--- config.mk ---
export PLATFORM = sky130hd
export DESIGN_NAME = host_event_top
export DESIGN_NICKNAME = d
export VERILOG_FILES = /design/src/host_event_pkg.sv /design/src/cfg_reg_port.sv /design/src/event_counters.sv /design/src/evt_sync_rx.sv /design/src/host_event_top.sv /design/src/region_classifier.sv
export SDC_FILE = /design/constraint.sdc
export NUM_CORES = 1
export LEC_CHECK = 0
export BUFFER_PORTS_ARGS = -buffer_cell sky130_fd_sc_hd__buf_2
export CORE_ASPECT_RATIO = 1.1
export CORE_UTILIZATION = 50
export CTS_BUF_LIST = sky130_fd_sc_hd__clkbuf_4 sky130_fd_sc_hd__clkbuf_8
export DETAILED_ROUTE_END_ITERATION = 7
export PLACE_DENSITY = 0.69
export SLEW_MARGIN = 30
export SYNTH_ARGS = -nofsm -noshare
export SYNTH_HDL_FRONTEND = slang
export SYNTH_SLANG_ARGS = --single-unit
--- constraint.sdc ---
create_clock -name clk_i -period 4.4 [get_ports clk_i]
set_input_delay 0.66 -clock clk_i [delete_from_list [all_inputs] [get_ports clk_i]]
set_output_delay 0.66 -clock clk_i [all_outputs]
set_load 0.01 [all_outputs]
--- src/host_event_pkg.sv ---
// Host event package
// Widths, address map, register map and bundle types shared by the
// LLC event and configuration slice of the host domain

package host_event_pkg;

  // Plain vector types
  typedef logic [31:0] addr_t;
  typedef logic [31:0] data_t;
  typedef logic [7:0]  reg_addr_t;
  typedef logic [2:0]  cnt_idx_t;
  typedef logic [7:0]  evt_vec_t;
  // Bit 0 debug, bit 1 hyper, bit 2 unmapped
  typedef logic [2:0]  region_evt_t;

  // Event strobes coming from the LLC
  typedef struct packed {
    logic rd_hit;
    logic rd_miss;
    logic wr_hit;
    logic wr_miss;
  } llc_evt_t;

  // Single-cycle register strobes, no back-pressure
  typedef struct packed {
    logic      wr;
    logic      rd;
    reg_addr_t addr;
    data_t     wdata;
  } reg_req_t;

  typedef struct packed {
    logic  rvalid;
    data_t rdata;
  } reg_rsp_t;

  // Cache window handed to the LLC
  typedef struct packed {
    data_t cache_start;
    data_t cache_end;
    data_t spm_start;
  } llc_window_t;

  localparam int unsigned NUM_COUNTERS = 8;

  // Counter slots
  localparam cnt_idx_t CNT_RD_HIT   = 3'd0;
  localparam cnt_idx_t CNT_RD_MISS  = 3'd1;
  localparam cnt_idx_t CNT_WR_HIT   = 3'd2;
  localparam cnt_idx_t CNT_WR_MISS  = 3'd3;
  localparam cnt_idx_t CNT_DMA      = 3'd4;
  localparam cnt_idx_t CNT_DEBUG    = 3'd5;
  localparam cnt_idx_t CNT_HYPER    = 3'd6;
  localparam cnt_idx_t CNT_UNMAPPED = 3'd7;

  // Memory map rules
  localparam addr_t DEBUG_BASE   = 32'h0000_0000;
  localparam addr_t HYPER_BASE   = 32'h8000_0000;
  localparam addr_t HYPER_LENGTH = 32'h4000_0000;

  // Register map, counter i sits at CNT_BASE_ADDR + 4*i
  localparam reg_addr_t REG_CACHE_START = 8'h00;
  localparam reg_addr_t REG_CACHE_END   = 8'h04;
  localparam reg_addr_t REG_SPM_START   = 8'h08;
  localparam reg_addr_t CNT_BASE_ADDR   = 8'h10;

  localparam data_t UNMAPPED_RDATA = 32'hDEADF000;

endpackage

--- src/cfg_reg_port.sv ---
// Configuration register port
// Holds the LLC cache window registers, maps the event counters for read
// and clear, and answers unmapped reads with a fixed pattern

`timescale 1ns/10ps

module cfg_reg_port
  import host_event_pkg::*;
(
  input  logic        clk_i,
  input  logic        rst_i,
  input  reg_req_t    req_i,
  output reg_rsp_t    rsp_o,
  output llc_window_t window_o,
  output logic        cnt_clr_o,
  output cnt_idx_t    cnt_clr_idx_o,
  output cnt_idx_t    cnt_rd_idx_o,
  input  data_t       cnt_rd_data_i
);

  reg_addr_t   cnt_off;
  logic        cnt_hit;
  cnt_idx_t    cnt_idx;
  llc_window_t window_q;
  data_t       rdata_d;
  data_t       rdata_q;
  logic        rvalid_q;

  // Counter window, word aligned only
  assign cnt_off = req_i.addr - CNT_BASE_ADDR;
  assign cnt_hit = (cnt_off < reg_addr_t'(NUM_COUNTERS * 4)) && (cnt_off[1:0] == 2'b00);
  assign cnt_idx = cnt_off[4:2];

  // Any write to a counter slot clears it
  assign cnt_clr_o     = req_i.wr && cnt_hit;
  assign cnt_clr_idx_o = cnt_idx;
  assign cnt_rd_idx_o  = cnt_idx;

  always_ff @(posedge clk_i) begin
    if (rst_i) begin
      window_q <= '0;
    end else if (req_i.wr) begin
      case (req_i.addr)
        REG_CACHE_START: window_q.cache_start <= req_i.wdata;
        REG_CACHE_END:   window_q.cache_end   <= req_i.wdata;
        REG_SPM_START:   window_q.spm_start   <= req_i.wdata;
        default: ;
      endcase
    end
  end

  // Read mux
  always_comb begin
    if (cnt_hit) begin
      rdata_d = cnt_rd_data_i;
    end else begin
      case (req_i.addr)
        REG_CACHE_START: rdata_d = window_q.cache_start;
        REG_CACHE_END:   rdata_d = window_q.cache_end;
        REG_SPM_START:   rdata_d = window_q.spm_start;
        default:         rdata_d = UNMAPPED_RDATA;
      endcase
    end
  end

  always_ff @(posedge clk_i) begin
    if (rst_i) begin
      rvalid_q <= 1'b0;
    end else begin
      rvalid_q <= req_i.rd;
    end
  end

  always_ff @(posedge clk_i) begin
    if (req_i.rd) begin
      rdata_q <= rdata_d;
    end
  end

  assign rsp_o.rvalid = rvalid_q;
  assign rsp_o.rdata  = rdata_q;
  assign window_o     = window_q;

  a_no_wr_rd : assert property (@(posedge clk_i) disable iff (rst_i)
                                !(req_i.wr && req_i.rd))
    else $error("register write and read strobed in the same cycle");

endmodule

--- src/event_counters.sv ---
// Event counter bank
// One wrapping 32-bit counter per event strobe, with an indexed
// combinational read and an indexed clear that wins over an increment

`timescale 1ns/10ps

module event_counters
  import host_event_pkg::*;
(
  input  logic     clk_i,
  input  logic     rst_i,
  input  evt_vec_t evt_i,
  input  logic     clr_i,
  input  cnt_idx_t clr_idx_i,
  input  cnt_idx_t rd_idx_i,
  output data_t    rd_data_o
);

  data_t cnt_q [NUM_COUNTERS];
  logic  clr_sel [NUM_COUNTERS];

  // Decode which counter the clear targets
  always_comb begin
    for (int i = 0; i < NUM_COUNTERS; i++) begin
      clr_sel[i] = clr_i && (clr_idx_i == cnt_idx_t'(i));
    end
  end

  always_ff @(posedge clk_i) begin
    for (int i = 0; i < NUM_COUNTERS; i++) begin
      if (rst_i) begin
        cnt_q[i] <= '0;
      end else if (clr_sel[i]) begin
        cnt_q[i] <= '0;
      end else if (evt_i[i]) begin
        // Wraps at 2^32
        cnt_q[i] <= cnt_q[i] + data_t'(1);
      end
    end
  end

  assign rd_data_o = cnt_q[rd_idx_i];

endmodule

--- src/evt_sync_rx.sv ---
// DMA event receiver
// Brings the cluster-side valid level into this clock domain, returns it
// as the acknowledge and produces one event pulse per handshake

`timescale 1ns/10ps

module evt_sync_rx
  import host_event_pkg::*;
(
  input  logic clk_i,
  input  logic rst_i,
  input  logic valid_i,
  output logic ack_o,
  output logic evt_o
);

  logic [1:0] sync_q;
  logic       ack_q;
  logic       evt_q;

  // Two-stage synchronizer, second stage doubles as ack
  always_ff @(posedge clk_i) begin
    if (rst_i) begin
      sync_q <= '0;
      ack_q  <= 1'b0;
      evt_q  <= 1'b0;
    end else begin
      sync_q <= {sync_q[0], valid_i};
      ack_q  <= sync_q[1];
      // Rising edge of ack, one cycle late
      evt_q  <= sync_q[1] & ~ack_q;
    end
  end

  assign ack_o = sync_q[1];
  assign evt_o = evt_q;

  // One pulse per handshake, never back to back
  a_evt_single : assert property (@(posedge clk_i) disable iff (rst_i) evt_o |=> !evt_o)
    else $error("dma event pulse lasted more than one cycle");

endmodule

--- src/host_event_top.sv ---
// Host event top
// Joins the DMA event receiver, the region classifier, the counter bank
// and the configuration register port around the LLC

`timescale 1ns/10ps

module host_event_top
  import host_event_pkg::*;
(
  input  logic        clk_i,
  input  logic        rst_i,
  input  reg_req_t    reg_req_i,
  output reg_rsp_t    reg_rsp_o,
  input  logic        mem_access_valid_i,
  input  addr_t       mem_addr_i,
  input  llc_evt_t    llc_evt_i,
  input  logic        dma_evt_valid_i,
  output logic        dma_evt_ack_o,
  output llc_window_t llc_window_o
);

  region_evt_t region_evt;
  logic        dma_evt;
  evt_vec_t    evt_vec;
  logic        cnt_clr;
  cnt_idx_t    cnt_clr_idx;
  cnt_idx_t    cnt_rd_idx;
  data_t       cnt_rd_data;

  // Event vector in counter slot order
  assign evt_vec[CNT_RD_HIT]   = llc_evt_i.rd_hit;
  assign evt_vec[CNT_RD_MISS]  = llc_evt_i.rd_miss;
  assign evt_vec[CNT_WR_HIT]   = llc_evt_i.wr_hit;
  assign evt_vec[CNT_WR_MISS]  = llc_evt_i.wr_miss;
  assign evt_vec[CNT_DMA]      = dma_evt;
  assign evt_vec[CNT_DEBUG]    = region_evt[0];
  assign evt_vec[CNT_HYPER]    = region_evt[1];
  assign evt_vec[CNT_UNMAPPED] = region_evt[2];

  evt_sync_rx i_dma_evt_rx (
    .clk_i   ( clk_i           ),
    .rst_i   ( rst_i           ),
    .valid_i ( dma_evt_valid_i ),
    .ack_o   ( dma_evt_ack_o   ),
    .evt_o   ( dma_evt         )
  );

  region_classifier i_region_classifier (
    .clk_i          ( clk_i              ),
    .rst_i          ( rst_i              ),
    .access_valid_i ( mem_access_valid_i ),
    .addr_i         ( mem_addr_i         ),
    .region_evt_o   ( region_evt         )
  );

  event_counters i_event_counters (
    .clk_i     ( clk_i       ),
    .rst_i     ( rst_i       ),
    .evt_i     ( evt_vec     ),
    .clr_i     ( cnt_clr     ),
    .clr_idx_i ( cnt_clr_idx ),
    .rd_idx_i  ( cnt_rd_idx  ),
    .rd_data_o ( cnt_rd_data )
  );

  cfg_reg_port i_cfg_reg_port (
    .clk_i         ( clk_i        ),
    .rst_i         ( rst_i        ),
    .req_i         ( reg_req_i    ),
    .rsp_o         ( reg_rsp_o    ),
    .window_o      ( llc_window_o ),
    .cnt_clr_o     ( cnt_clr      ),
    .cnt_clr_idx_o ( cnt_clr_idx  ),
    .cnt_rd_idx_o  ( cnt_rd_idx   ),
    .cnt_rd_data_i ( cnt_rd_data  )
  );

endmodule

--- src/region_classifier.sv ---
// Memory access region classifier
// Sorts each access against the debug and hyperbus rules and registers
// one region strobe per access

`timescale 1ns/10ps

module region_classifier
  import host_event_pkg::*;
(
  input  logic        clk_i,
  input  logic        rst_i,
  input  logic        access_valid_i,
  input  addr_t       addr_i,
  output region_evt_t region_evt_o
);

  addr_t       debug_off;
  addr_t       hyper_off;
  logic        in_debug;
  logic        in_hyper;
  region_evt_t region_d;
  region_evt_t region_q;

  // Range checks as offsets from each region base
  assign debug_off = addr_i - DEBUG_BASE;
  assign hyper_off = addr_i - HYPER_BASE;
  assign in_debug  = debug_off < (HYPER_BASE - DEBUG_BASE);
  assign in_hyper  = hyper_off < HYPER_LENGTH;

  always_comb begin
    region_d = '0;
    if (access_valid_i) begin
      if (in_debug) begin
        region_d[0] = 1'b1;
      end else if (in_hyper) begin
        region_d[1] = 1'b1;
      end else begin
        region_d[2] = 1'b1;
      end
    end
  end

  always_ff @(posedge clk_i) begin
    if (rst_i) begin
      region_q <= '0;
    end else begin
      region_q <= region_d;
    end
  end

  assign region_evt_o = region_q;

  a_region_onehot : assert property (@(posedge clk_i) disable iff (rst_i)
                                     $onehot0(region_evt_o))
    else $error("more than one region strobe set");

endmodule

==> run summary <==
The count of mapped cells out of synthesis was 2081. The category of the critical setup timing path is input pin to flip-flop. For the total leakage power, the log shows 0.00863 uW. Measured along the x axis, the die boundary spans 198 um. The area of the mapped netlist is 21200 um2, and the count of standard-cell rows is 78. On the worst path, the slowest cell contributes a delay of 0.68 ns. The cell depth of the worst flop-to-flop path works out to 5.

The clock tree synthesis step divided the H-tree into 3 levels. The worst setup path is captured at a flip-flop. The run gives 0 as the count of unresolved DRC violations after routing.

Yosys mapped a number of flops with a built-in enable equal to 288. The smallest clock period supported by the final layout is computed as 2.78 ns. At the pin with the least slew margin, the transition time is 1.02 ns. The library cells used most frequently in the layout, excluding fill and tap cells, are nor2_1 (344), nand2_1 (313), edfxtp_1 (288). The worst setup path is launched from an input pin.

The run gives 0.267 as the global router's overall resource usage. The number of buffers added by the clock tree synthesis step came out at 68. The total iterations of the first detailed-routing run was 8. The run gives 0 as the global-route congestion overflow total.

CTS placed an instance of clkbuf_8 at the clock tree root. The end point of the worst hold path is i_region_classifier.region_evt_o[1]. The average instance in the mapped netlist occupies 10.2 um2. The worst hold path depth is 2.

Of all nets on the critical path, the largest fanout is 35. The proportion of synthesized chip area in sequential cells is 0.507, and the final sum of negative setup slack is 0 ns. For the effective utilization at floorplan, the log shows 0.511. Setup violations remaining at the end of the flow were counted as 0.

The count of buffers inserted at the top-level ports is 181. Counting both buffers and inverters, the worst setup path holds a total of 3. The post-cts sizing count is 0, and the final clock period utilization by the worst path is 0.632. 212 I/O pins were placed. The initial antenna violation count came out at 3.

The run gives 0.315 as the tightest slew margin relative to the limit. Once placement completed, the tool counted placed cells totaling 2735. Among cell families on the critical path, the largest total delay comes from simple AND/OR/NAND/NOR gates.

The die outline area is 43200 um2. The max-cap violation count was 0. The library cell used most frequently in the layout, excluding fill and tap cells, is nor2_1. The final-report max-slew violation count is 0. The longest clock path from root to sink contains 3 buffers.

In this run, the number of DRC markers left after iteration 0 of detailed routing was 1445. The endpoint identified for the worst register-to-register timing path is i_event_counters.cnt_q[2][17]. Clock-pin slew was measured on the worst setup and hold paths at 0.06 ns. The synthesis warning total is 0, and the worst voltage drop across the vdd grid is 0.232 mV.

After the last flow step, the layout net total stands at 2337. The net count after synthesis came out at 2173. Post-route clock skew: 0.0398 ns. TritonCTS built the clock tree.

From synthesis to final layout, the design area changed by 13.4%. Dividing total power by cell area gives a power density of 348 nW/um2. Total area of sequential cells: 10700 um2. Setup repair after global routing left no endpoint under its margin.

In this run the vertical extent of the chip is 218 um. Startpoint of the most critical register-to-register path: i_event_counters.cnt_q[2][2]. Setup slack on the worst reg-to-reg path comes out at 1.87 ns. The top achievable clock speed is 359 MHz. Routability-driven placement finished with a final weighted congestion of 0.926. Via count of the first global-routing pass: 15900.

Counting flops and latches in the post-synthesis netlist gives 392. The fraction of registers with async set/reset was 0; the total wirelength of the detailed-routed design was 57800 um. The first global-routing pass estimated 89300 um of wire. Walking the worst path, the cells encountered are buf_2 -> clkinv_1 -> buf_4 -> ha_1 -> nand3_1 -> nor4b_1 -> or3b_2 -> nor2_1. The startpoint identified for the worst hold timing path is mem_addr_i[30]. The worst path required time is 4.76 ns.

The most used flip-flop cell after synthesis is edfxtp_1. The total count of hold-check failures in the final report was 0; the final HPWL from detailed placement was 41400 um. The routed length per placed instance works out to 20.2 um. Once detail routing completed, the nets flagged for antenna violations numbered 0. In this run the worst hold path is classified as input pin to flip-flop. Area of combinational cells with multiple inputs: 9930 um2. The slowest stage of the critical path belongs to the cell or3b_2. Fill cells in the final layout number 3489. The TritonCTS sink count was 392; the post-CTS setup repair buffer count was 0.

Number of buffers inserted for hold repair after clock tree synthesis: 0. The vias per cell came out at 5.91. The run finished with clean final reports. For the worst setup path, the data arrival time is 3.14 ns.

For the clock latency of the later-clocked register in the worst-skew pair, the log shows 0.64 ns. The logs give 16900 for the total number of vias and 73 for the pin count of the biggest net entering global routing. The run gives 41500 um2 as the area of the core. The netlist uses 49 different library cells. The final cell count without fillers is 2863.

The share of cells above drive strength 1 came out at 0.181.
-- power breakdown --
group / switching [uW] / internal [uW] / total (uW)
logic: 351 / 243 / 594
clock network: 1530 / 1910 / 3440
registers: 203 / 4130 / 4330
-- cells in the mapped netlist (15+ instances only) --
cell | instances | area (um2)
dfxtp_1 | 104 | 2080
nor3_1 | 24 | 120
xor2_1 | 146 | 1280
nand2_1 | 313 | 1170
nand4_1 | 87 | 544
a21oi_1 | 82 | 410
a32oi_1 | 15 | 131
nor2_1 | 345 | 1290
a31oi_1 | 18 | 113
nand3_1 | 101 | 505
xnor2_1 | 92 | 806
edfxtp_1 | 288 | 8650
mux4_2 | 62 | 1400
buf_2 | 35 | 175
nor4_1 | 30 | 188
mux2i_1 | 65 | 651
and4_1 | 18 | 158
clkbuf_1 | 72 | 270
o21ai_0 | 34 | 170
inv_1 | 32 | 120
and3_1 | 34 | 213
-- registers in the layout (all words and copies together) (netlist names) --
name / flops
i_dma_evt_rx.sync_q: 2
i_cfg_reg_port.rvalid_q: 1
i_event_counters.cnt_q: 256
i_region_classifier.region_evt_o: 3
i_cfg_reg_port.rdata_q: 32
i_dma_evt_rx.evt_o: 1
i_dma_evt_rx.ack_q: 1
i_cfg_reg_port.window_o: 96
-- per-stage QoR --
stage / hold slack, ns / utilization / setup slack, ns / area (um2) / total power [uW]
finish: 0.259 / 0.579 / 1.62 / 24000 / 8360
global route: 0.247 / 0.579 / 1.40 / 24000 / 8650
CTS: 0.218 / 0.578 / 1.61 / 24000 / 8410
detailed placement: 0.386 / 0.545 / 0.932 / 22600 / 4990
global placement: 0.377 / 0.544 / 0.954 / 22500 / 4970
floorplan: 0.367 / - / 1.27 / 21200 / 4740
-- per-layer routing --
layer | part of all wire | global-route usage
met1 | 0.41 | 0.357
met2 | 0.47 | 0.428
met3 | 0.087 | 0.0467
met4 | 0.035 | 0.116
met5 | 0.00028 | 0
-- worst max path at each step --
| stage | start | endpoint | slack [ns] | depth (start not counted) |
|---|---|---|---|---|
| floorplan | reg_req_i[36] | i_event_counters.cnt_q[1][0] | 1.27 | 7 |
| global placement | reg_req_i[36] | i_cfg_reg_port.window_o[36] | 0.95 | 9 |
| detailed placement | reg_req_i[36] | i_event_counters.cnt_q[3][15] | 0.93 | 8 |
| CTS | reg_req_i[36] | i_event_counters.cnt_q[3][2] | 1.61 | 8 |
| global route | reg_req_i[36] | i_event_counters.cnt_q[3][2] | 1.40 | 8 |
| finish | reg_req_i[36] | i_event_counters.cnt_q[4][9] | 1.62 | 8 |
-- final cells by class --
type | count | share of cell area
Clock buffer | 106 | 0.0532
Multi-Input combinational cell | 1540 | 0.413
Antenna cell | 2 | 0.000208
Inverter | 33 | 0.00516
Timing Repair Buffer | 210 | 0.0472
Tap cell | 560 | 0.0292
Clock inverter | 20 | 0.00510
Sequential cell | 392 | 0.447
-- kinds of logic after synthesis --
logic type               synth area share
XOR/XNOR                           0.0984
multiplexers                       0.0991
buffers and inverters              0.0292
adder cells (fa/ha/maj)           0.00591
flip-flops                          0.507
AO/OA/AOI/OAI                      0.0418
AND/OR/NAND/NOR                     0.219
No activity file was read; power rests on OpenSTA's default activity.
